### src/logic/dcache_pkg.sv
package dcache_pkg;

    // ==========================================================
    // Cache geometry
    // ==========================================================
    localparam int XLEN           = 32;  // Word width
    localparam int WORDS_PER_LINE = 8;
    localparam int LINE_W         = XLEN * WORDS_PER_LINE;  // 256 bits
    localparam int N_WAYS         = 4;
    localparam int N_SETS         = 16;
    localparam int BYTE_OFF_W     = 2;
    localparam int WORD_OFF_W     = 3;
    localparam int SET_W          = 4;
    localparam int TAG_W          = XLEN - SET_W - WORD_OFF_W - BYTE_OFF_W;  // 23
    localparam int WAY_W          = 2;

    // Field positions inside a byte address
    localparam int SET_LSB        = BYTE_OFF_W + WORD_OFF_W;  // Also the line offset width
    localparam int TAG_LSB        = SET_LSB + SET_W;

    // ==========================================================
    // Vector types
    // ==========================================================
    typedef logic [XLEN-1:0]       word_t;
    typedef logic [LINE_W-1:0]     line_t;      // Word 0 sits in the top 32 bits
    typedef logic [XLEN-1:0]       addr_t;
    typedef logic [TAG_W-1:0]      tag_t;
    typedef logic [SET_W-1:0]      set_idx_t;
    typedef logic [WORD_OFF_W-1:0] word_off_t;
    typedef logic [WAY_W-1:0]      way_idx_t;
    typedef logic [XLEN/8-1:0]     byte_en_t;   // Bit 0 enables bits 7:0

    // Processor request, held by the controller for the whole access
    typedef struct packed {
        logic     rw;       // 0 read, 1 write
        byte_en_t byte_en;
        addr_t    addr;
        word_t    wdata;
    } cpu_req_t;

    // Memory request, one whole line per transfer
    typedef struct packed {
        logic  rw;          // 0 refill read, 1 write-back
        addr_t addr;        // Line aligned
        line_t line;        // Write-back data
    } mem_req_t;

    typedef struct packed {
        logic hit;
        logic dirty;
        tag_t tag;
    } way_status_t;

    typedef enum logic [2:0] {
        ST_IDLE,
        ST_LOOKUP,
        ST_WRITE_BACK,
        ST_REFILL,
        ST_UPDATE
    } ctrl_state_e;

endpackage

### src/logic/dcache_way.sv
module dcache_way (
    input  logic                   clk_i,
    input  logic                   rst_i,
    input  dcache_pkg::set_idx_t   set_i,
    input  dcache_pkg::tag_t       tag_i,
    input  logic                   we_i,
    input  dcache_pkg::line_t      line_i,
    input  logic                   dirty_i,
    output dcache_pkg::way_status_t status_o,
    output dcache_pkg::line_t      line_o
);

    // ==========================================================
    // Storage
    // ==========================================================
    dcache_pkg::tag_t  tag_mem  [dcache_pkg::N_SETS];
    dcache_pkg::line_t data_mem [dcache_pkg::N_SETS];
    logic [dcache_pkg::N_SETS-1:0] valid_q;  // Per set, cleared on reset
    logic [dcache_pkg::N_SETS-1:0] dirty_q;

    // Read port registers
    dcache_pkg::tag_t rd_tag_q;    // Stored tag of looked-up set
    dcache_pkg::tag_t cmp_tag_q;   // Tag of the access itself
    logic             rd_valid_q;
    logic             rd_dirty_q;

    // Tag and line written together
    always_ff @(posedge clk_i)
    begin
        if (we_i)
        begin
            tag_mem[set_i]  <= tag_i;
            data_mem[set_i] <= line_i;
        end
    end

    always_ff @(posedge clk_i)
    begin
        if (rst_i)
        begin
            valid_q <= '0;
            dirty_q <= '0;
        end
        else if (we_i)
        begin
            valid_q[set_i] <= 1'b1;
            dirty_q[set_i] <= dirty_i;  // Clean on read refill
        end
    end

    // One-cycle read, old data on a same-set write
    always_ff @(posedge clk_i)
    begin
        rd_tag_q   <= tag_mem[set_i];
        line_o     <= data_mem[set_i];
        cmp_tag_q  <= tag_i;
        rd_valid_q <= valid_q[set_i];
        rd_dirty_q <= dirty_q[set_i];
    end

    // Local tag compare
    assign status_o.hit   = rd_valid_q && (rd_tag_q == cmp_tag_q);
    assign status_o.dirty = rd_dirty_q;  // Never set without valid
    assign status_o.tag   = rd_tag_q;    // Victim tag for write-back address

endmodule

### config.mk
export PLATFORM = sky130hd
export DESIGN_NAME = dcache_way
export DESIGN_NICKNAME = d
export VERILOG_FILES = /design/src/logic/dcache_pkg.sv /design/src/logic/dcache_way.sv
export SDC_FILE = /design/constraint.sdc
export NUM_CORES = 2
export LEC_CHECK = 0
export BUFFER_PORTS_ARGS = -buffer_cell sky130_fd_sc_hd__buf_2
export CAP_MARGIN = 0
export CORE_UTILIZATION = 35
export DETAILED_ROUTE_END_ITERATION = 16
export GPL_TIMING_DRIVEN = 0
export PLACE_DENSITY = 0.61
export SKIP_CTS_REPAIR_TIMING = 1
export SYNTH_ARGS = -nofsm -noshare
export SYNTH_HDL_FRONTEND = slang
export SYNTH_MEMORY_MAX_BITS = 65536
export SYNTH_SLANG_ARGS = --single-unit
### constraint.sdc
create_clock -name clk_i -period 28.4 [get_ports clk_i]
set_clock_uncertainty 0.2 [all_clocks]
set_input_delay 5.68 -clock clk_i [delete_from_list [all_inputs] [get_ports clk_i]]
set_output_delay 5.68 -clock clk_i [all_outputs]
set_load 0.03 [all_outputs]
# After elaboration in Yosys (flattened, before gate mapping)
# Memories as Yosys holds them, arrays and structs flattened. A register that Yosys moved wholly into a read port is not among the register bits.
# Cells that the tools add are included.
dict set report totals {
  ff_bits 57
  latchBits 0
  mem_bits_rw 4464
  mem_bits_ro 0
  input_bits 287
  out_inout_bits 281
  elab_cells 22
  memories 2
}
dict set report op_classes {
  add_sub_neg 0
  n_mul 0
  n_div 0
  n_lt_le_gt_ge 2
  n_eq_ne 1
  shift 0
  n_mux 9
  n_bitwise 1
  n_reduce_logical 2
}
# name words word_bits read_ports rd_ports_with_merged_regs write_ports line_no
set mem_list {}
lappend mem_list {data_mem 16 256 1 1 1 dcache_way.sv:17} ;# dcache_pkg::line_t data_mem [dcache_pkg::N_SETS];
lappend mem_list {tag_mem 16 23 1 1 1 dcache_way.sv:16} ;# dcache_pkg::tag_t tag_mem [dcache_pkg::N_SETS];
# cell count
set op_table {}
lappend op_table {{$eq A23 B23 Y1} 1}
lappend op_table {{$bwmux W16} 1}
lappend op_table {{$or A16 B16 Y16} 1}
lappend op_table {{$bmux W1 S4} 2}
lappend op_table {{$lt A4 B5 Y1 const B} 1}
lappend op_table {{$mux W1} 5}
lappend op_table {{$demux W1 S4} 1}
lappend op_table {{$ge A4 B1 Y1 const B} 1}
lappend op_table {{$logic_and A1 B1 Y1} 2}

# Depth between registers and ports, before layout
dict set report logic_depth {
  word_depth 5
  mapped_depth 8
  mapped_depth_nobuf 4
}

# Least setup slack after synthesis
# No wires, ideal clock.
dict set report synth_timing {
  path_kind {input port to flip-flop}
  start {input set_i[0]}
  end {memory data_mem[4][0] (netlist name), enable pin}
  setup_time_ps 929
  arrival_ps 18230
  t_required_ps 27271
  path_slack_ps 9041
  cell_stages 6
  path_buffers 4
  cell_sequence {buf_2 buf_6 buf_2 or3b_1 clkbuf_1 nor2_1}
}
# element line_no
set synth_rtl {}
lappend synth_rtl {{start: declaration} dcache_way.sv:4} ;# input dcache_pkg::set_idx_t set_i,
lappend synth_rtl {{end: declaration} dcache_way.sv:17}
# No word-level cell before the write port.

# Worst setup path in the final report
dict set report layout_timing {
  start {input set_i[0]}
  end {memory data_mem[15][129] (netlist name), enable pin}
}
# No word-level cell before the write port.

==> results.toml <==
[timing]
hold_slack_ns = 0.276
worst_pin_slew_ns = 1.11
slew_headroom_pct = 26.2
fin_tns_setup_ns = 0
finalCritPeriodShare_pct = 32.5
setup_viol = 0
slew_violations = 0
rsz0062_at_grt = "no"
period_needed_ns = 9.23
hold_viol = 0
fmax_ghz = 0.108

[synth]
seq_area_frac_synth_pct = 81.0
ys_warn_count = 0
synth_area_mm2 = 0.174
yosysMostFrequentCell = "edfxtp_1"
ys_ff_latch = 4800
synth_top_area_share_pct = 77.1
synthCells = 7289
async_reset_ff_share_pct = 0
synth_common_cells = "edfxtp_1 (4464), mux4_2 (1124), a22oi_1 (562)"
synthDistinctLibCells = 25
synth_top_area_cell = "edfxtp_1"
ys_top_cells_by_area = "edfxtp_1 (77%), mux4_2 (15%), dfxtp_1 (3.9%)"
synth_edf_count = 4464
avgSynthCellArea_um2 = 23.8
syn_nets = 7576
synth_flop_cell = "edfxtp_1"

[worst_setup_path]
crit_fanout = 20
end_kind = "flop"
start_kind = "primary input"
cp.required_ns = 28.85
crit_arrival_ns = 9.68
criticalPathCategory = "primary input to flop"

[floorplan]
die_w_um = 707
ios = 568
dieArea_mm2 = 0.499
die_y_um = 707
rows = 258
core_area_mm2 = 0.494
start_util_pct = 35.2

[drt]
post_drt_wl_per_cell_um = 30.2
vias = 83100
drc = 0
final_antenna_net_count = 0
wl_mm = 473
viasPerCell = 5.30
drt_iter0_drc = 9103
drt_pass1_iterations = 5

[layout]
syn_to_final_growth_pct = 19.1
nets = 8883
multi_input_area_mm2 = 0.0314
nFillCells = 42100
seq_area_mm2 = 0.141
drive_above_1_share_pct = 31.5

[global_route]
grt_max_degree = 27
grt_use_total_pct = 18.5
grt_pass1_vias = 85300
grt_pass1_wl_mm = 658
antenna_found_initial = 167
grt_overflow = 0

[cts]
cts-root-buf = "clkbuf_16"
clk_pin_slew_ns = 0.06
cts_tree = "yes"
clk_latency_ns = 1.03
clock_sinks = 4800
cts_max_level = 5
cts_made_buffers = 480
cts.path.max_buffers = 4

[place]
place.gp.congestion = 0.725
port_buffers = 565
hpwl_mm = 306

[power]
vdd_drop_max_mv = 0.0544
p_leak_nw = 66.1
power_density_mw_per_mm2 = 73.7

[run]
cap_violations = 0

[hold_path]
hold_path.class = "flop to flop"

[run_status]
outcome = "finished clean"
## cell usage in the layout (no fill, tap or decap), types with 76 or more instances in the layout
| cell type | count |
|---|---|
| edfxtp_1 | 4464 |
| mux4_2 | 1124 |
| buf_2 | 670 |
| a22oi_1 | 562 |
| clkbuf_16 | 484 |
| dfxtp_1 | 336 |
| nand2_1 | 298 |
| clkbuf_1 | 271 |
| buf_12 | 215 |
| clkinv_2 | 78 |
| buf_1 | 76 |
## per-stage QoR
stage	util, %	instance area (um2)	power (mW)	setup slack, ns	cells
after floorplan	-	174000	8.60	9.04	7289
after global placement	37.4	185000	9.03	-9.22	14500
after detailed placement	38.6	191000	9.00	18.01	14700
after CTS	41.9	207000	15.4	19.09	15700
after global routing	41.9	207000	15.7	19.03	15700
final	41.9	207000	15.3	19.17	15700
## report_power, final
| part | switching (mW) | leakage [nW] | internal (mW) |
|---|---|---|---|
| registers | 0.0714 | 43.1 | 7.91 |
| clock network | 2.74 | 7.87 | 3.69 |
| logic | 0.552 | 15.1 | 0.299 |
| total | 3.36 | 66.1 | 11.9 |
## critical path: stages
cell and delay (ns):
buf_2 0.11, buf_6 0.26, buf_2 0.58, buf_4 0.41, nand3_1 0.48, nor2_4 0.66
buf_12 0.26, buf_12 0.20, buf_12 0.23, buf_12 0.22, buf_12 0.21, buf_12 0.21
## logic make-up (layout without fill, tap and decap cells)
family / after synthesis / count (layout) / synth area share, %
xor gates and xnor gates: 23 / 23 / 0.116
other: 0 / 38 / 0
and+or+nand+nor: 365 / 365 / 0.816
muxes: 1124 / 1124 / 14.6
DFF: 4800 / 4800 / 81.0
buffers and inverters: 383 / 2115 / 0.981
AOI/OAI and AO/OA: 594 / 594 / 2.52
## registers in the layout, summed over array words and instances, names as in the netlist, 16 cells and up
signal     flops
line_o       256
tag_mem      368
rd_tag_q      23
dirty_q       16
valid_q       16
cmp_tag_q     23
data_mem    4096
## layer usage
layer | vias to the layer above | wire, um | share of wire [%] | global-route usage, %
met5 | - | 474 | 0.10 | 0
met4 | 74 | 12900 | 2.7 | 4.69
met3 | 849 | 38500 | 8.1 | 3.90
met1 | 44600 | 190000 | 40 | 24.9
met2 | 3680 | 232000 | 49 | 30.8
li1 | 33900 | - | - | -
## cell type report
class,instances,share of cell area [%]
repair buffers,825,4.04
multi-input cells,2106,15.2
diodes,38,0.0459
plain buffers,383,0.832
flip-flops and latches,4800,68.0
well taps,6630,4.01
clock inverters,258,1.47
clock buffers,649,6.39
## final timing paths
| path | start | to | slack (ns) | depth (start not counted) |
|---|---|---|---|---|
| setup / recovery | set_i[0] | data_mem[15][129] | 19.17 | 12 |
| hold / removal | valid_q[3] | valid_q[3] | 0.28 | 2 |
| setup reg to reg | data_mem[8][176] | line_o[176] | 26.60 | 3 |
| hold reg to reg | valid_q[3] | valid_q[3] | 0.28 | 2 |
(Power assumes the default switching activity.)
