$ cat config.mk
export PLATFORM = sky130hd
export DESIGN_NAME = dcache_way_select
export DESIGN_NICKNAME = d
export VERILOG_FILES = /design/src/logic/dcache_pkg.sv /design/src/logic/dcache_way_select.sv
export SDC_FILE = /design/constraint.sdc
export NUM_CORES = 1
export LEC_CHECK = 0
export BUFFER_PORTS_ARGS = -buffer_cell sky130_fd_sc_hd__buf_2
export CORE_AREA = 2 2 779 781
export DETAILED_ROUTE_END_ITERATION = 12
export DIE_AREA = 0 0 781 783
export PLACE_DENSITY = 0.3
export SLEW_MARGIN = 40
export SYNTH_ARGS = -nofsm -noshare
export SYNTH_HDL_FRONTEND = slang
export SYNTH_SLANG_ARGS = --single-unit
$ cat constraint.sdc
create_clock -name vclk -period 7.2
set_input_delay 1.44 -clock vclk [all_inputs]
set_output_delay 1.44 -clock vclk [all_outputs]
set_load 0.05 [all_outputs]
$ cat src/logic/dcache_pkg.sv
package dcache_pkg;

    // ==========================================================
    // Cache geometry
    // ==========================================================
    localparam int XLEN           = 32;  // Word width
    localparam int WORDS_PER_LINE = 8;
    localparam int LINE_W         = XLEN * WORDS_PER_LINE;  // 256 bits
    localparam int N_WAYS         = 4;
    localparam int N_SETS         = 16;
    localparam int BYTE_OFF_W     = 2;
    localparam int WORD_OFF_W     = 3;
    localparam int SET_W          = 4;
    localparam int TAG_W          = XLEN - SET_W - WORD_OFF_W - BYTE_OFF_W;  // 23
    localparam int WAY_W          = 2;

    // Field positions inside a byte address
    localparam int SET_LSB        = BYTE_OFF_W + WORD_OFF_W;  // Also the line offset width
    localparam int TAG_LSB        = SET_LSB + SET_W;

    // ==========================================================
    // Vector types
    // ==========================================================
    typedef logic [XLEN-1:0]       word_t;
    typedef logic [LINE_W-1:0]     line_t;      // Word 0 sits in the top 32 bits
    typedef logic [XLEN-1:0]       addr_t;
    typedef logic [TAG_W-1:0]      tag_t;
    typedef logic [SET_W-1:0]      set_idx_t;
    typedef logic [WORD_OFF_W-1:0] word_off_t;
    typedef logic [WAY_W-1:0]      way_idx_t;
    typedef logic [XLEN/8-1:0]     byte_en_t;   // Bit 0 enables bits 7:0

    // Processor request, held by the controller for the whole access
    typedef struct packed {
        logic     rw;       // 0 read, 1 write
        byte_en_t byte_en;
        addr_t    addr;
        word_t    wdata;
    } cpu_req_t;

    // Memory request, one whole line per transfer
    typedef struct packed {
        logic  rw;          // 0 refill read, 1 write-back
        addr_t addr;        // Line aligned
        line_t line;        // Write-back data
    } mem_req_t;

    typedef struct packed {
        logic hit;
        logic dirty;
        tag_t tag;
    } way_status_t;

    typedef enum logic [2:0] {
        ST_IDLE,
        ST_LOOKUP,
        ST_WRITE_BACK,
        ST_REFILL,
        ST_UPDATE
    } ctrl_state_e;

endpackage

$ cat src/logic/dcache_way_select.sv
module dcache_way_select (
    input  dcache_pkg::way_status_t statuses_i [dcache_pkg::N_WAYS],
    input  dcache_pkg::line_t       lines_i    [dcache_pkg::N_WAYS],
    input  dcache_pkg::way_idx_t    victim_way_i,
    input  dcache_pkg::word_off_t   word_off_i,
    input  dcache_pkg::byte_en_t    byte_en_i,
    input  dcache_pkg::word_t       wdata_i,
    input  dcache_pkg::line_t       refill_line_i,
    input  logic                    use_refill_i,
    output logic                    hit_o,
    output dcache_pkg::way_idx_t    hit_way_o,
    output dcache_pkg::word_t       rd_word_o,
    output dcache_pkg::line_t       merge_line_o,
    output dcache_pkg::line_t       victim_line_o,
    output dcache_pkg::way_status_t victim_status_o
);

    dcache_pkg::line_t     base_line;    // Hit line or refill line
    dcache_pkg::word_off_t slot;         // Word slot counted from bit 0
    dcache_pkg::word_t     base_word;
    dcache_pkg::word_t     merged_word;

    // ==========================================================
    // Hit reduction
    // ==========================================================
    // At most one way matches a given set and tag
    always_comb
    begin
        hit_o     = 1'b0;
        hit_way_o = '0;
        for (int w = 0; w < dcache_pkg::N_WAYS; w++)
        begin
            if (statuses_i[w].hit)
            begin
                hit_o     = 1'b1;
                hit_way_o = dcache_pkg::way_idx_t'(w);
            end
        end
    end

    // ==========================================================
    // Word pick and byte merge
    // ==========================================================
    assign base_line = use_refill_i ? refill_line_i : lines_i[hit_way_o];

    // Offset 0 is the top word, so slot = 7 - offset
    assign slot      = ~word_off_i;
    assign base_word = base_line[slot * dcache_pkg::XLEN +: dcache_pkg::XLEN];
    assign rd_word_o = base_word;

    // Only enabled bytes replaced
    always_comb
    begin
        for (int b = 0; b < dcache_pkg::XLEN / 8; b++)
        begin
            merged_word[b*8 +: 8] = byte_en_i[b] ? wdata_i[b*8 +: 8] : base_word[b*8 +: 8];
        end
    end

    always_comb
    begin
        merge_line_o = base_line;
        merge_line_o[slot * dcache_pkg::XLEN +: dcache_pkg::XLEN] = merged_word;
    end

    // Victim for write-back
    assign victim_line_o   = lines_i[victim_way_i];
    assign victim_status_o = statuses_i[victim_way_i];

endmodule

; Word level (Yosys, flattened, before mapping)
; Cells that the tools add are included.
[word_totals]
wordCells = 31
ramBits = 0
out_inout_bits = 572
input_bits = 1422
romBits = 0
register_bits = 0
mem_count = 0
latchBits = 0
[op_classes]
multipliers = 0
shift = 3
div_mod_pow = 0
n_reduce_logical = 0
n_lt_le_gt_ge = 2
muxes = 22
bitwise = 3
eq_ne = 0
n_addsub = 1
[ops]
columns = operator, count
row1 = 256-bit two-way mux, 5
row2 = 256-bit binary-select mux with 2-bit select, 2
row3 = 256-bit bitwise mux, 1
row4 = "32-bit by 34-bit variable shift with 256-bit output, first input constant", 1
row5 = 256-bit by 9-bit indexed part select with 32-bit output, 1
row6 = 32-bit by 34-bit indexed part select with 256-bit output, 1
row7 = 25-bit binary-select mux with 2-bit select, 1
row8 = 25-bit two-way mux, 2
row9 = 8-bit negator with 34-bit output, 1
row10 = 8-bit two-way mux, 4
row11 = "3-bit >= comparator, second input constant", 2
row12 = 2-bit NOT with 3-bit output, 2
row13 = 1-bit two-way mux, 5
row14 = 2-bit two-way mux, 2
row15 = 3-bit NOT, 1

; Logic depth before layout (Yosys ltp)
[logic_depth]
depth_word = 12
ltp_mapped = 13
mapped_depth_nobuf = 8

; Worst setup path after synthesis
; No wires, ideal clock.
[synth_timing]
path_type = input -> output
from = input port word_off_i[1]
to = output port merge_line_o[129]
path_stages = 10
slack_ns = 0.974
required_time_ns = 5.760
arrival_time_ns = 4.786
path_buffers = 5
path_cell_list = buf_2 -> inv_2 -> buf_2 -> buf_1 -> ha_1 -> nor2b_1 -> and3_1 -> clkbuf_1 -> buf_1 -> mux2i_1
[synth_between]
elab_chain_cells = 5
elab_cells_between_ends = 10
classes_between = add/sub: 1 / shift: 3 / mux: 5 / bitwise: 1
[synth_rtl]
columns = item, line
row1 = start: declaration, dcache_way_select.sv:5  ; input dcache_pkg::word_off_t word_off_i,
row2 = 3-bit NOT *, dcache_way_select.sv:47  ; assign slot = ~word_off_i;
row3 = 256-bit by 9-bit indexed part select with 32-bit output, dcache_way_select.sv:48  ; assign base_word = base_line[slot * dcache_pkg::XLEN +: dcache_pkg::XLEN];
row4 = 8-bit two-way mux, dcache_way_select.sv:56  ; merged_word[b*8 +: 8] = byte_en_i[b] ? wdata_i[b*8 +: 8] : base_word[b*8 +: 8];
row5 = 32-bit by 34-bit indexed part select with 256-bit output, dcache_way_select.sv:63  ; merge_line_o[slot * dcache_pkg::XLEN +: dcache_pkg::XLEN] = merged_word;
row6 = 256-bit bitwise mux *, dcache_way_select.sv:63
row7 = end: declaration, dcache_way_select.sv:13  ; output dcache_pkg::line_t merge_line_o,
; Mark *: on every way between the ends. The rest lies on a longest branch, timed or not.

; Final worst setup path
[layout_timing]
from = input port statuses_i[24] (netlist name)
to = output port merge_line_o[229]
[layout_between]
elab_chain_cells = 10
elab_cells_between_ends = 13
classes_between = shift: 2 / mux: 10 / bitwise: 1
[layout_rtl]
columns = item, line
row1 = start: declaration, dcache_way_select.sv:2  ; input dcache_pkg::way_status_t statuses_i [dcache_pkg::N_WAYS],
row2 = 2-bit two-way mux *, dcache_way_select.sv:33  ; if (statuses_i[w].hit)
row3 = 2-bit NOT with 3-bit output (implied by the code) *, dcache_way_select.sv:44  ; assign base_line = use_refill_i ? refill_line_i : lines_i[hit_way_o];
row4 = 256-bit binary-select mux with 2-bit select *, dcache_way_select.sv:44
row5 = 256-bit two-way mux (implied by the code) * (2 in a row), dcache_way_select.sv:44
row6 = 256-bit two-way mux *, dcache_way_select.sv:44
row7 = 256-bit by 9-bit indexed part select with 32-bit output, dcache_way_select.sv:48
row8 = 8-bit two-way mux, dcache_way_select.sv:56
row9 = 32-bit by 34-bit indexed part select with 256-bit output, dcache_way_select.sv:63
row10 = 256-bit bitwise mux *, dcache_way_select.sv:63
; Mark *: on every way between the ends. The rest lies on a longest branch, timed or not. The select of a mux whose other input is x is not followed.

==> metrics <==
outcome finished, violations left; violations in the final reports negative setup slack; FMAX 137.6 MHz; area added between synthesis and finish 115.9%; Crit-path slowest cell a22oi_1; number of antenna violations at the first check in global routing 413; combinational family with the most area after synthesis multiplexers; simple-gate share of the synthesized area 14.50%; setup_tns -0.06523 ns; Die Y 783 µm; wire length per cell 43.83 µm; first-pass GRT wire length 659000 µm; Ys Warns 0; type of the tightest min-delay check in -> out; count of maximum capacitance violations 0; worst-case headroom to the max-slew limit 33.91%; Worst Setup Slack, final -0.06523 ns; pin count of the biggest net entering global routing 81; remaining routing DRC violations 0; # port buffers 1994; post-synthesis cell count 2762; Avg Synthesized Cell Area 8.289 µm²; Hold Path Stages 4; ratio of cells with drive above 1 in the final layout 59.78%; WHS 3.361 ns; number of sequential cells in the layout 0; largest voltage drop on the vdd net 0.03965 mV; ordered cell list for the critical path buf_8 > buf_12 > buf_4 > a221oi_1 > a22oi_1 > a22oi_1 > nand2_1 > buf_4 > o211a_2 > o22ai_1 > buf_12; mapped cell area 0.02289 mm²; final global-route overflow total 0; final-stage net count 6223; Detailed Routing Iterations Pass 1 6; effective utilization at floorplan 3.790%; final non-filler cell total 13020; category of the critical setup timing path in -> out; beginning of the worst hold path refill_line_i[152]; hold bufs inserted after CTS 0; leakage power 18.64 nW; met1 capacity usage during global routing 20.09%; PwrDens 132.6 mW/mm²; area after detailed placement 0.04899 mm²; number of failing hold endpoints at the final stage 0; post-layout min period 7.265 ns; RSZ-0062 raised after global routing no; Syn Nets 4189; final RePlAce weighted congestion 1.018; # clk buffers 0; routed wire length 570700 µm; global-route track usage on met3 9.763%; global route hottest layer met2; GRT Util Overall 17.75%; multiplexer area fraction after synthesis 39.81%; die footprint 0.6115 mm²; Finished Cell Area 0.04942 mm²; detailed-placement wirelength estimate 523800 µm; Synth Area in Compound Gates 35.69%; total placed cells including tap cells 12860; required time of the critical path 5.76 ns; xor/xnor cell area share of the yosys netlist 0%; Seq. cell area 0 µm²; worst path buffer plus inverter count 5; via count normalized by instance count 3.080; hold-critical path endpoint merge_line_o[152]; number of vias after detailed routing 40100; IO Count 1994; final clock period utilization by the worst path 100.9%; detailed router's first-iteration violation count 3818; critical path endpoint category output port; data arrival at the endpoint of the critical path 5.83 ns; unique cell type count in the Yosys netlist 78; Setup violations, final 1; Slowest Stage Delay on Critical Path 0.80 ns; crit path launch type input port; Crit path max-delay family compound AO/OA/AOI/OAI gates; vias in the first global route 39160; number of max-slew violations in the final report 0; Core Rows 286; share of synthesized area occupied by flip-flops and latches 0%; slew at the pin closest to its max-slew limit 0.9913 ns; width of the die 781 µm; GR Layer Usage met2 28.55%; core footprint 0.6040 mm²; share of synthesized cell area in full adder, half adder and majority cells 0.2733%; Final ANT Viol Nets 0; critical path peak fanout 47
[logic make-up after synthesis]
group | after synthesis
compound gates | 1145
fa+ha+maj | 5
buf+inv | 443
mux | 539
simple gates | 630
[cell type report]
type                       count  area, µm²
fill                       71250     554600
multi-input combinational   2319      21190
timing repair buffer        2390      17400
tap                         8064      10090
antenna                      163      407.9
inverter                      85      332.8
[cell usage in the layout, fill, tap and decap left out, types with 23 or more instances in the layout]
cell and n:
a211oi_1 128, a21oi_1 170, a221oi_1 77, a22oi_1 89, a31oi_1 27, buf_12 300, buf_2 1744, buf_4 337
diode_2 163, inv_1 80, mux2i_1 240, mux4_2 297, nand2_1 241, nand3b_1 34, nor2_1 96, nor2b_1 90
o21ai_0 45, o22ai_1 296, o31a_1 66, or3b_2 23
[power by group]
group | switching [mW] | total, mW | internal (mW)
logic | 4.63 | 6.56 | 1.93
registers | 0 | 0 | 0
clock network | 0 | 0.00000222 | 0.00000222
total | 4.63 | 6.56 | 1.93
[timing repair]
action                                  CTS  global route
endpoints found under the setup margin    6             0
buffers inserted                          1             0
resized for setup                         4             0
[synthesized netlist by cell type, drive strengths merged (77+ instances only)]
library cell	number	area, µm²
o22ai	310	1971
a22oi	98	775.8
mux2i	240	2402
nor2	110	430.4
a21oi	179	895.9
mux4	297	6689
nor2b	92	583.1
clkbuf	115	432.9
nand2	245	919.6
inv	84	315.3
a221oi	77	674.4
buf	243	1475
a211oi	150	1131
[metal layers]
layer	part of all wire [%]	vias to the layer above
li1	-	15740
met1	38	20350
met2	44	2945
met3	13	815
met4	4.0	252
met5	0.29	-
[per-stage QoR]
step | total power, mW | setup slack (ns) | util (%)
after floorplan | 2.570 | 0.9739 | -
after global placement | 6.727 | -0.8256 | 8.050
after detailed placement | 6.735 | -0.3698 | 8.110
after CTS | 6.758 | 0.01978 | 8.115
after global routing | 6.812 | 0.1241 | 8.156
final | 6.555 | -0.06523 | 8.182
[worst max-delay path by stage]
| stage | start | endpoint | slack [ns] | cells after the start |
|---|---|---|---|---|
| global route | statuses_i[24] | merge_line_o[125] | 0.12 | 13 |
| detailed placement | statuses_i[49] | merge_line_o[123] | -0.37 | 13 |
| global placement | statuses_i[24] | merge_line_o[125] | -0.83 | 13 |
| CTS | statuses_i[74] | merge_line_o[206] | 0.02 | 12 |
| floorplan | word_off_i[1] | merge_line_o[129] | 0.97 | 10 |
| finish | statuses_i[24] | merge_line_o[229] | -0.07 | 11 |
Power figures use the tool's default switching activity.
