--- config.mk ---
export PLATFORM = sky130hd
export DESIGN_NAME = dcache_ctrl
export DESIGN_NICKNAME = d
export VERILOG_FILES = /design/src/logic/dcache_pkg.sv /design/src/logic/dcache_ctrl.sv
export SDC_FILE = /design/constraint.sdc
export NUM_CORES = 1
export LEC_CHECK = 0
export ABC_AREA = 1
export BUFFER_PORTS_ARGS = -buffer_cell sky130_fd_sc_hd__buf_2
export CORE_AREA = 2 2 700 702
export DETAILED_ROUTE_END_ITERATION = 16
export DIE_AREA = 0 0 702 704
export GPL_ROUTABILITY_DRIVEN = 1
export PLACE_DENSITY = 0.3
export SLEW_MARGIN = 20
export SYNTH_ARGS = -nofsm -noshare
export SYNTH_HDL_FRONTEND = slang
export SYNTH_SLANG_ARGS = --single-unit
--- constraint.sdc ---
create_clock -name clk_i -period 37.9 [get_ports clk_i]
set_input_delay 5.685 -clock clk_i [delete_from_list [all_inputs] [get_ports clk_i]]
set_output_delay 5.685 -clock clk_i [all_outputs]
set_load 0.05 [all_outputs]
--- src/logic/dcache_pkg.sv ---
package dcache_pkg;

    // ==========================================================
    // Cache geometry
    // ==========================================================
    localparam int XLEN           = 32;  // Word width
    localparam int WORDS_PER_LINE = 8;
    localparam int LINE_W         = XLEN * WORDS_PER_LINE;  // 256 bits
    localparam int N_WAYS         = 4;
    localparam int N_SETS         = 16;
    localparam int BYTE_OFF_W     = 2;
    localparam int WORD_OFF_W     = 3;
    localparam int SET_W          = 4;
    localparam int TAG_W          = XLEN - SET_W - WORD_OFF_W - BYTE_OFF_W;  // 23
    localparam int WAY_W          = 2;

    // Field positions inside a byte address
    localparam int SET_LSB        = BYTE_OFF_W + WORD_OFF_W;  // Also the line offset width
    localparam int TAG_LSB        = SET_LSB + SET_W;

    // ==========================================================
    // Vector types
    // ==========================================================
    typedef logic [XLEN-1:0]       word_t;
    typedef logic [LINE_W-1:0]     line_t;      // Word 0 sits in the top 32 bits
    typedef logic [XLEN-1:0]       addr_t;
    typedef logic [TAG_W-1:0]      tag_t;
    typedef logic [SET_W-1:0]      set_idx_t;
    typedef logic [WORD_OFF_W-1:0] word_off_t;
    typedef logic [WAY_W-1:0]      way_idx_t;
    typedef logic [XLEN/8-1:0]     byte_en_t;   // Bit 0 enables bits 7:0

    // Processor request, held by the controller for the whole access
    typedef struct packed {
        logic     rw;       // 0 read, 1 write
        byte_en_t byte_en;
        addr_t    addr;
        word_t    wdata;
    } cpu_req_t;

    // Memory request, one whole line per transfer
    typedef struct packed {
        logic  rw;          // 0 refill read, 1 write-back
        addr_t addr;        // Line aligned
        line_t line;        // Write-back data
    } mem_req_t;

    typedef struct packed {
        logic hit;
        logic dirty;
        tag_t tag;
    } way_status_t;

    typedef enum logic [2:0] {
        ST_IDLE,
        ST_LOOKUP,
        ST_WRITE_BACK,
        ST_REFILL,
        ST_UPDATE
    } ctrl_state_e;

endpackage

--- src/logic/dcache_ctrl.sv ---
module dcache_ctrl (
    input  logic                          clk_i,
    input  logic                          rst_i,
    // Processor side
    input  logic                          p_strobe_i,
    input  dcache_pkg::cpu_req_t          p_req_i,
    output logic                          p_ready_o,
    output dcache_pkg::word_t             p_rdata_o,
    // Memory side
    output logic                          m_strobe_o,
    output dcache_pkg::mem_req_t          m_req_o,
    input  logic                          m_ready_i,
    input  dcache_pkg::line_t             m_rdata_i,
    // To all ways
    output dcache_pkg::set_idx_t          set_o,
    output dcache_pkg::tag_t              tag_o,
    output logic [dcache_pkg::N_WAYS-1:0] way_we_o,
    output dcache_pkg::line_t             wr_line_o,
    output logic                          wr_dirty_o,
    // From way select
    input  logic                          hit_i,
    input  dcache_pkg::way_idx_t          hit_way_i,
    input  dcache_pkg::word_t             rd_word_i,
    input  dcache_pkg::line_t             merge_line_i,
    input  dcache_pkg::line_t             victim_line_i,
    input  dcache_pkg::way_status_t       victim_status_i,
    // To way select
    output dcache_pkg::way_idx_t          victim_way_o,
    output dcache_pkg::word_off_t         word_off_o,
    output dcache_pkg::byte_en_t          byte_en_o,
    output dcache_pkg::word_t             wdata_o,
    output dcache_pkg::line_t             refill_line_o,
    output logic                          use_refill_o
);

    dcache_pkg::ctrl_state_e state_q, state_d;
    dcache_pkg::cpu_req_t    req_q;        // Request under service
    dcache_pkg::line_t       refill_q;     // Line returned by memory
    logic                    miss_q;       // Access went through refill
    dcache_pkg::way_idx_t    fifo_q [dcache_pkg::N_SETS];  // Next victim per set
    dcache_pkg::set_idx_t    req_set;
    dcache_pkg::tag_t        req_tag;
    logic                    mem_phase;

    assign req_set   = req_q.addr[dcache_pkg::SET_LSB +: dcache_pkg::SET_W];
    assign req_tag   = req_q.addr[dcache_pkg::TAG_LSB +: dcache_pkg::TAG_W];
    assign mem_phase = (state_q == dcache_pkg::ST_WRITE_BACK) ||
                       (state_q == dcache_pkg::ST_REFILL);

    // ==========================================================
    // Miss / write-back FSM
    // ==========================================================
    always_comb
    begin
        state_d = state_q;
        case (state_q)
            dcache_pkg::ST_IDLE:
                if (p_strobe_i)
                    state_d = dcache_pkg::ST_LOOKUP;
            dcache_pkg::ST_LOOKUP:  // Way outputs valid here
                if (hit_i)
                    state_d = dcache_pkg::ST_UPDATE;
                else if (victim_status_i.dirty)
                    state_d = dcache_pkg::ST_WRITE_BACK;
                else
                    state_d = dcache_pkg::ST_REFILL;
            dcache_pkg::ST_WRITE_BACK:
                if (m_strobe_o && m_ready_i)
                    state_d = dcache_pkg::ST_REFILL;
            dcache_pkg::ST_REFILL:
                if (m_strobe_o && m_ready_i)
                    state_d = dcache_pkg::ST_UPDATE;
            default:  // ST_UPDATE lasts one cycle
                state_d = dcache_pkg::ST_IDLE;
        endcase
    end

    always_ff @(posedge clk_i)
    begin
        if (rst_i)
        begin
            state_q    <= dcache_pkg::ST_IDLE;
            m_strobe_o <= 1'b0;
            miss_q     <= 1'b0;
        end
        else
        begin
            state_q <= state_d;
            if (state_q == dcache_pkg::ST_LOOKUP)
                miss_q <= !hit_i;
            if (mem_phase && !m_strobe_o)  // Raise once per memory phase
                m_strobe_o <= 1'b1;
            else if (m_ready_i)
                m_strobe_o <= 1'b0;
        end
    end

    // FIFO replacement, counter moves when the refilled line is written
    always_ff @(posedge clk_i)
    begin
        if (rst_i)
        begin
            for (int s = 0; s < dcache_pkg::N_SETS; s++)
                fifo_q[s] <= '0;
        end
        else if (state_q == dcache_pkg::ST_UPDATE && miss_q)
            fifo_q[req_set] <= fifo_q[req_set] + dcache_pkg::way_idx_t'(1);
    end

    // ==========================================================
    // Request and memory payload
    // ==========================================================
    always_ff @(posedge clk_i)
    begin
        if (state_q == dcache_pkg::ST_IDLE && p_strobe_i)
            req_q <= p_req_i;
        if (state_q == dcache_pkg::ST_REFILL && m_ready_i)
            refill_q <= m_rdata_i;
        if (mem_phase && !m_strobe_o)  // Loaded with the strobe, held till ready
        begin
            if (state_q == dcache_pkg::ST_WRITE_BACK)
            begin
                m_req_o.rw   <= 1'b1;
                m_req_o.addr <= {victim_status_i.tag, req_set, {dcache_pkg::SET_LSB{1'b0}}};
                m_req_o.line <= victim_line_i;
            end
            else
            begin
                m_req_o.rw   <= 1'b0;
                m_req_o.addr <= {req_q.addr[dcache_pkg::XLEN-1:dcache_pkg::SET_LSB],
                                 {dcache_pkg::SET_LSB{1'b0}}};
                m_req_o.line <= '0;
            end
        end
    end

    // Way write on write hit or after any refill
    always_comb
    begin
        way_we_o = '0;
        if (state_q == dcache_pkg::ST_UPDATE)
        begin
            if (miss_q)
                way_we_o[fifo_q[req_set]] = 1'b1;
            else if (req_q.rw)
                way_we_o[hit_way_i] = 1'b1;
        end
    end

    // Lookup address straight from the processor while idle
    assign set_o = (state_q == dcache_pkg::ST_IDLE) ?
                   p_req_i.addr[dcache_pkg::SET_LSB +: dcache_pkg::SET_W] : req_set;
    assign tag_o = (state_q == dcache_pkg::ST_IDLE) ?
                   p_req_i.addr[dcache_pkg::TAG_LSB +: dcache_pkg::TAG_W] : req_tag;

    assign wr_line_o     = merge_line_i;  // Plain refill line for reads
    assign wr_dirty_o    = req_q.rw;
    assign victim_way_o  = fifo_q[req_set];
    assign word_off_o    = req_q.addr[dcache_pkg::BYTE_OFF_W +: dcache_pkg::WORD_OFF_W];
    assign byte_en_o     = req_q.rw ? req_q.byte_en : '0;  // Reads merge nothing
    assign wdata_o       = req_q.wdata;
    assign refill_line_o = refill_q;
    assign use_refill_o  = miss_q;

    assign p_ready_o = (state_q == dcache_pkg::ST_UPDATE);
    assign p_rdata_o = rd_word_i;

endmodule

# After elaboration in Yosys (flattened, before gate mapping)
# Memories as Yosys holds them, arrays and structs flattened. A register that Yosys moved wholly into a read port is not among the register bits.
# Index checks and enable logic that the tools add are counted.
# W data, S select, Z words.
# word_totals
inputBits,901
n_memories,1
ramBits,32
out_inout_bits,909
register_bits,619
word_cells,66
# memory_table
name,depth,width,read_ports,rd_ports_with_merged_regs,wr,line_no,text
fifo_q,16,2,1,1,16,dcache_ctrl.sv:40,dcache_pkg::way_idx_t fifo_q [dcache_pkg::N_SETS];
# classes
eq_ne,7
magnitude_cmp,4
muxes,28
n_reduce_logical,14
addsub,1
# op_table
operator,n
$mux W289,1
$mux W4,7
$mux W23,1
$mux W3,4
$pmux W3 S4,1
$mux W1,11
$logic_and A1 B1 Y1,7
$eq A3 B2 Y1 const B,2
$lt A2 B3 Y1 const B,2
$demux W1 S2,2
$ge A2 B1 Y1 const B,2
$ne A2 B1 Y1 const B,2
$eq A3 B1 Y1 const B,1
$eq A3 B3 Y1 const B,1
$logic_not A3 Y1,1
$reduce_and A3 Y1,1
$add A2 B1 Y2 const B,1
$logic_not A1 Y1,2
$mux W2,1
$ne A2 B2 Y1 const B,1
$reduce_bool A2 Y1,1
$reduce_or A2 Y1,1
$logic_or A1 B1 Y1,1

# Logic depth before layout (Yosys ltp)
# Gate-level depths: netlist of the first run.
# logic_depth
ltp_word,7
depth_mapped,13
mapped_depth_nobuf,11

# Least setup slack after synthesis of the first run
# Ideal clock, no wire load.
# synth_path
path_kind,input to register
start,input m_ready_i
end,"register refill_q[0], in the netlist refill_line_o[0], enable pin"
arrival_time_ns,16.362
path_stages,2
path_slack_ns,20.661
setup_ns,0.877
path_buffers,0
required_time_ns,37.023
path_cell_list,nand2_1 > nor2_1
# synth_between
elab_chain_cells,1
# synth_rtl
item,line_no,text
start: declaration,dcache_ctrl.sv:12,"input logic m_ready_i,"
$logic_and A1 B1 Y1,dcache_ctrl.sv:117,if (state_q == dcache_pkg::ST_REFILL && m_ready_i)
end signal: assignment,dcache_ctrl.sv:118,refill_q <= m_rdata_i;
end: declaration,dcache_ctrl.sv:38,dcache_pkg::line_t refill_q;
# Every way passes these cells.
# A chain may end at the register's enable or synchronous reset.

# Worst setup path after layout of the first run
# layout_path
start,input p_req_i[40] (netlist name)
end,output set_o[3]
# layout_between
elab_chain_cells,1
# layout_rtl
item,line_no,text
start: declaration,dcache_ctrl.sv:6,"input dcache_pkg::cpu_req_t p_req_i,"
$mux W4,dcache_ctrl.sv:151,assign set_o = (state_q == dcache_pkg::ST_IDLE) ?
end: declaration,dcache_ctrl.sv:15,"output dcache_pkg::set_idx_t set_o,"
# Every way passes these cells.

==> impl_metrics.yaml, run 1 <==
cells_and_area:
  mostFrequentLayoutCells: "buf_2, edfxtp_1, nor2_1"
  final_cell_area_mm2: 0.0407
  final_util_pct: 8.34
  fill_cells: 56800
  nets: 3795
  drive_gt1_share_pct: 47.1
  final_common_cell: "buf_2"
  layout-area-overhead-vs-synth_pct: 58.6
sta:
  max_slew_margin_pct: 29.2
  hold_ws_ns: 0.545
  worstMarginPinSlew_ns: 1.06
  fin_crit_sh_pct: 32.4
  post-route-min-period_ns: 12.30
  maxSlewViolCount: 0
  hold_viol: 0
  setup_viol: 0
  fmax_ghz: 0.0813
  rsz0062_at_grt: "no"
  skew_ns: 0.0456
  fin_tns_setup_ns: 0
power:
  powerDensity_mw_per_mm2: 78.9
  power.leakage_uw: 0.0155
  peakVddDrop_mv: 0.0551
setup_path:
  crit_path_end_kind: "output pin"
  worstPathRequired_ns: 32.22
  crit_type: "input port to output pin"
  regToRegStartpoint: "state_q[2]$_SDFFE_PP0P_"
  cp_max_fo: 2
  worstSetupStartpoint: "p_req_i[40]"
  worstSetupStartpointType: "input port"
  critPathArrivalTime_ns: 6.61
grt:
  grt_util_all_layers_pct: 10.7
  globalRouteOverflowTotal: 0
  antenna_found_initial: 301
  grt_max_degree: 92
  grt_pass1_vias: 19500
  grt_first_pass_wirelength_um: 320000
die:
  coreArea_mm2: 0.487
  dieArea_mm2: 0.494
  std_cell_rows: 257
  pin_count: 1810
  fp.dieH_um: 704
  initial_utilization_pct: 5.26
  die_x_um: 702
clocking:
  cts_hold_buf: 0
  numCtsBuffers: 96
  cts_num_sinks: 648
  cts.repair.resized: 0
  insertion_delay_ns: 0.84
  clkTransAtPathRegs_ns: 0.06
  htreeDepth: 3
  cts-root-buf: "clkbuf_16"
  postCtsSetupBuffers: 0
  cts_max_path_buffers: 4
  cts_tree: "built"
routing:
  drt_iter0_markers: 1293
  drc: 0
  antenna_left: 0
  wl_per_cell_um: 28.9
  drtPass1Iterations: 7
  via_count: 19800
  viasPerCell: 2.08
  routed_wl_um: 276000
synthesis:
  syn_inst: 1920
  ys_ff_latch: 648
  ys_seq_area_share_pct: 75.6
  synth_warnings: 0
  synth_area_mm2: 0.0256
  synth.distinct_cells: 23
  syn_avg_cell_area_um2: 13.3
place:
  hpwlAfterDp_um: 245000
  place_congestion: 0.870
  dpl-instance-area_mm2: 0.0373
  portBuffers: 1225
hold_path:
  hp-start: "req_q[44]$_DFFE_PP_"
  hp-class: "flip-flop to flip-flop"
run:
  maxCapViolCount: 0
run_status:
  status: "completed"
[report_power, final]
| group | switching, µW | leakage [µW] | internal (µW) |
|---|---|---|---|
| Sequential | 64.2 | 0.00604 | 994 |
| Clock | 384 | 0.00150 | 542 |
| Combinational | 1060 | 0.00795 | 168 |
[routing by layer]
layer / GRT usage, % / vias to the layer above / share of wire [%] / routed length (µm)
met5: 0.243 / - / 0.36 / 986
met4: 4.46 / 122 / 5.3 / 14700
met3: 6.37 / 642 / 14 / 39300
met2: 20.1 / 1530 / 52 / 144000
met1: 8.96 / 9535 / 28 / 76200
li1: - / 7977 / - / -
[worst max-delay path: stages]
cell and delay [ns]:
buf_2 0.10, inv_1 0.12, o21ai_0 0.22, buf_2 0.45
[final timing paths]
| check | end | slack, ns | cells after the start |
|---|---|---|---|
| min reg2reg | m_req_o[268]$_DFFE_PP_ | 0.55 | 2 |
| max | set_o[3] | 25.60 | 4 |
| min | m_req_o[268]$_DFFE_PP_ | 0.55 | 2 |
| max reg2reg | refill_line_o[164]$_DFFE_PP_ | 33.60 | 6 |
[stage by stage]
stage               setup WS, ns  cells  power (µW)
CTS                        25.47   9435        3330
floorplan                  20.66   1924        1930
finish                     25.60   9531        3210
global route               25.51   9474        3370
global placement           25.51   9267        2360
detailed placement         25.47   9267        2370
[sequential cells by signal, indices dropped and copies added, names as in the netlist, named ones only]
| name | count |
|---|---|
| m_req_o | 284 |
| refill_line_o | 256 |
| fifo_q | 32 |
| wdata_o | 32 |
| req_q | 31 |
| state_q | 3 |
| word_off_o | 3 |
| m_strobe_o | 1 |
| use_refill_o | 1 |
| wr_dirty_o | 1 |
[cell usage after synthesis (all sizes together)]
master | instances | area share [%]
edfxtp | 639 | 75
o211ai | 3 | 0.088
ha | 4 | 0.20
o22ai | 1 | 0.024
nor4 | 1 | 0.024
clkbuf | 9 | 0.13
inv | 301 | 4.4
nand2 | 226 | 3.3
nor3 | 6 | 0.24
a21oi | 7 | 0.14
conb | 1 | 0.015
nor2 | 305 | 4.5
nand3 | 25 | 0.51
o21ai | 17 | 0.33
buf | 365 | 11
clkinv | 1 | 0.015
dfxtp | 9 | 0.70
[final cells by class]
type / instances / area [µm²] / area share (%)
sequential: 648 / 19400 / 47.6
tap: 6475 / 8100 / 19.9
timing repair buffer: 1242 / 6260 / 15.4
clock buffer: 108 / 2470 / 6.07
multi-input combinational: 600 / 2440 / 6.00
inverter: 302 / 1140 / 2.79
clock inverter: 60 / 634 / 1.56
antenna: 96 / 240 / 0.591
[cells by family after synthesis]
logic type / synth area share, %
adder cells (fa/ha/maj): 0.195
flip-flops: 75.6
AND/OR/NAND/NOR: 8.56
AO/OA/AOI/OAI: 0.581
other: 0.0146
buffers and inverters: 15.1
Power figures use the tool's default switching activity.
==> run 2, diff against run 1 <==
clock period = 12.35 ns   (was 37.9 ns; I/O delays follow)
==> impl_metrics.yaml, run 2 (same netlist as run 1, synthesis figures left out) <==
sta:
  hold_ws_ns: 0.550
  rsz0062_at_grt: "no"
  post-route-min-period_ns: 5.71
  fin_crit_sh_pct: 46.2
  worstMarginPinSlew_ns: 1.05
  max_slew_margin_pct: 30.1
  setup_viol: 0
  hold_viol: 0
  fmax_ghz: 0.175
  skew_ns: 0.0756
  fin_tns_setup_ns: 0
  maxSlewViolCount: 0
run_status:
  status: "completed"
die:
  initial_utilization_pct: 5.26
  die_x_um: 702
  coreArea_mm2: 0.487
  std_cell_rows: 257
  fp.dieH_um: 704
  dieArea_mm2: 0.494
  pin_count: 1810
routing:
  drtPass1Iterations: 5
  antenna_left: 0
  routed_wl_um: 274000
  drt_iter0_markers: 1552
  via_count: 20000
  wl_per_cell_um: 28.5
  drc: 0
  viasPerCell: 2.08
hold_path:
  hp-class: "flip-flop to flip-flop"
  hold_depth: 2
  min_to: "m_req_o[277]$_DFFE_PP_"
  hp-start: "req_q[53]$_DFFE_PP_"
cells_and_area:
  ff_latch_area_mm2: 0.0194
  nets: 3800
  drive_gt1_share_pct: 47.4
  fill_cells: 56800
  final_util_pct: 8.42
  multi_input_area_mm2: 0.00244
  regMostFlops: "m_req_o"
  layout-area-overhead-vs-synth_pct: 60.2
  mostFrequentLayoutCells: "buf_2, edfxtp_1, nor2_1"
  final_common_cell: "buf_2"
  final_cell_area_mm2: 0.0411
  largest_register_ff_count: 284
  stdcell_count: 9595
grt:
  globalRouteOverflowTotal: 0
  grt_max_degree: 83
  grt_pass1_vias: 19500
  grt_first_pass_wirelength_um: 317000
  antenna_found_initial: 318
  grt_util_all_layers_pct: 10.6
power:
  peakVddDrop_mv: 0.0881
  powerDensity_mw_per_mm2: 245
  power.leakage_uw: 0.0156
setup_path:
  r2r_setup_slack_ns: 8.04
  regToRegStartpoint: "state_q[2]$_SDFFE_PP0P_"
  cp_max_fo: 20
  r2r_cells: 7
  r2r-end: "m_req_o[39]$_SDFFCE_PN0P_"
  worstSetupStartpointType: "flip-flop"
  worstPathRequired_ns: 10.50
  crit_type: "flip-flop to output pin"
  crit_path_end_kind: "output pin"
  critPathArrivalTime_ns: 3.86
clocking:
  cts-root-buf: "clkbuf_16"
  cts_num_sinks: 648
  cts.repair.resized: 0
  numCtsBuffers: 99
  htreeDepth: 3
  cts_max_path_buffers: 4
  insertion_delay_ns: 0.86
  clkTransAtPathRegs_ns: 0.06
  cts_tree: "built"
  postCtsSetupBuffers: 0
  cts_hold_buf: 0
run:
  maxCapViolCount: 0
place:
  place_congestion: 0.879
  portBuffers: 1225
  hpwlAfterDp_um: 241000
  dpl-instance-area_mm2: 0.0373
  dpl.cell_count: 9269
[run 2: cell types whose count changed in the layout (fill, tap and decap cells not counted), sizes merged]
cell / previous run / this run
clkinv: 37 / 38
clkbuf: 108 / 110
buf: 1242 / 1244
bufinv: 11 / 15
inv: 307 / 312
clkinvlp: 7 / 5
diode: 96 / 148
[run 2: worst max-delay path by stage]
stage                          from                            to  slack [ns]  cells past startpoint
after floorplan           m_ready_i    refill_line_o[0]$_DFFE_PP_        3.26                      2
after global placement    m_ready_i  refill_line_o[105]$_DFFE_PP_        7.21                      6
after detailed placement  m_ready_i   refill_line_o[91]$_DFFE_PP_        7.17                      6
after CTS                 flip-flop                   way_we_o[3]        6.44                     10
after global routing      flip-flop                   way_we_o[3]        6.22                     10
final                     flip-flop                   way_we_o[3]        6.64                     10
[run 2: report_power, final]
| part | total (µW) | internal, µW | switching (µW) |
|---|---|---|---|
| combinational | 3690 | 515 | 3180 |
| clock | 3090 | 1820 | 1260 |
| sequential | 3270 | 3050 | 216 |
| total | 10000 | 5390 | 4660 |
[run 2: final cells by class]
class,instances,share of cell area [%]
Sequential cell,648,47.2
Tap cell,6475,19.7
Timing Repair Buffer,1244,15.3
Clock buffer,110,6.29
Multi-Input combinational cell,600,5.95
Inverter,302,2.77
Clock inverter,68,1.91
Antenna cell,148,0.902
[run 2: critical path, stage by stage, from the launching register on]
cell     delay (ns)
dfxtp_1        0.82
inv_1          0.45
nand2_1        0.16
nand3_1        0.09
nand3_1        0.13
nand3_1        0.09
nand2_2        0.40
ha_1           0.23
o21ai_0        0.07
a21oi_1        0.25
buf_2          0.32
[run 2: metrics by stage]
stage          power, µW  worst slack [ns]
2_1_floorplan       5850              3.26
6_report           10000              6.64
5_1_grt            10500              6.22
3_3_place_gp        7200              7.21
4_1_cts            10400              6.44
3_5_place_dp        7200              7.17
[run 2: per-layer routing]
metal,wire (µm),vias to the layer above,track usage (%),part of all wire (%)
met5,944,-,0.223,0.34
met4,14500,122,4.95,5.3
met2,142000,1575,19.4,52
met1,75300,9605,8.83,28
li1,-,8049,-,-
met3,41000,652,6.73,15
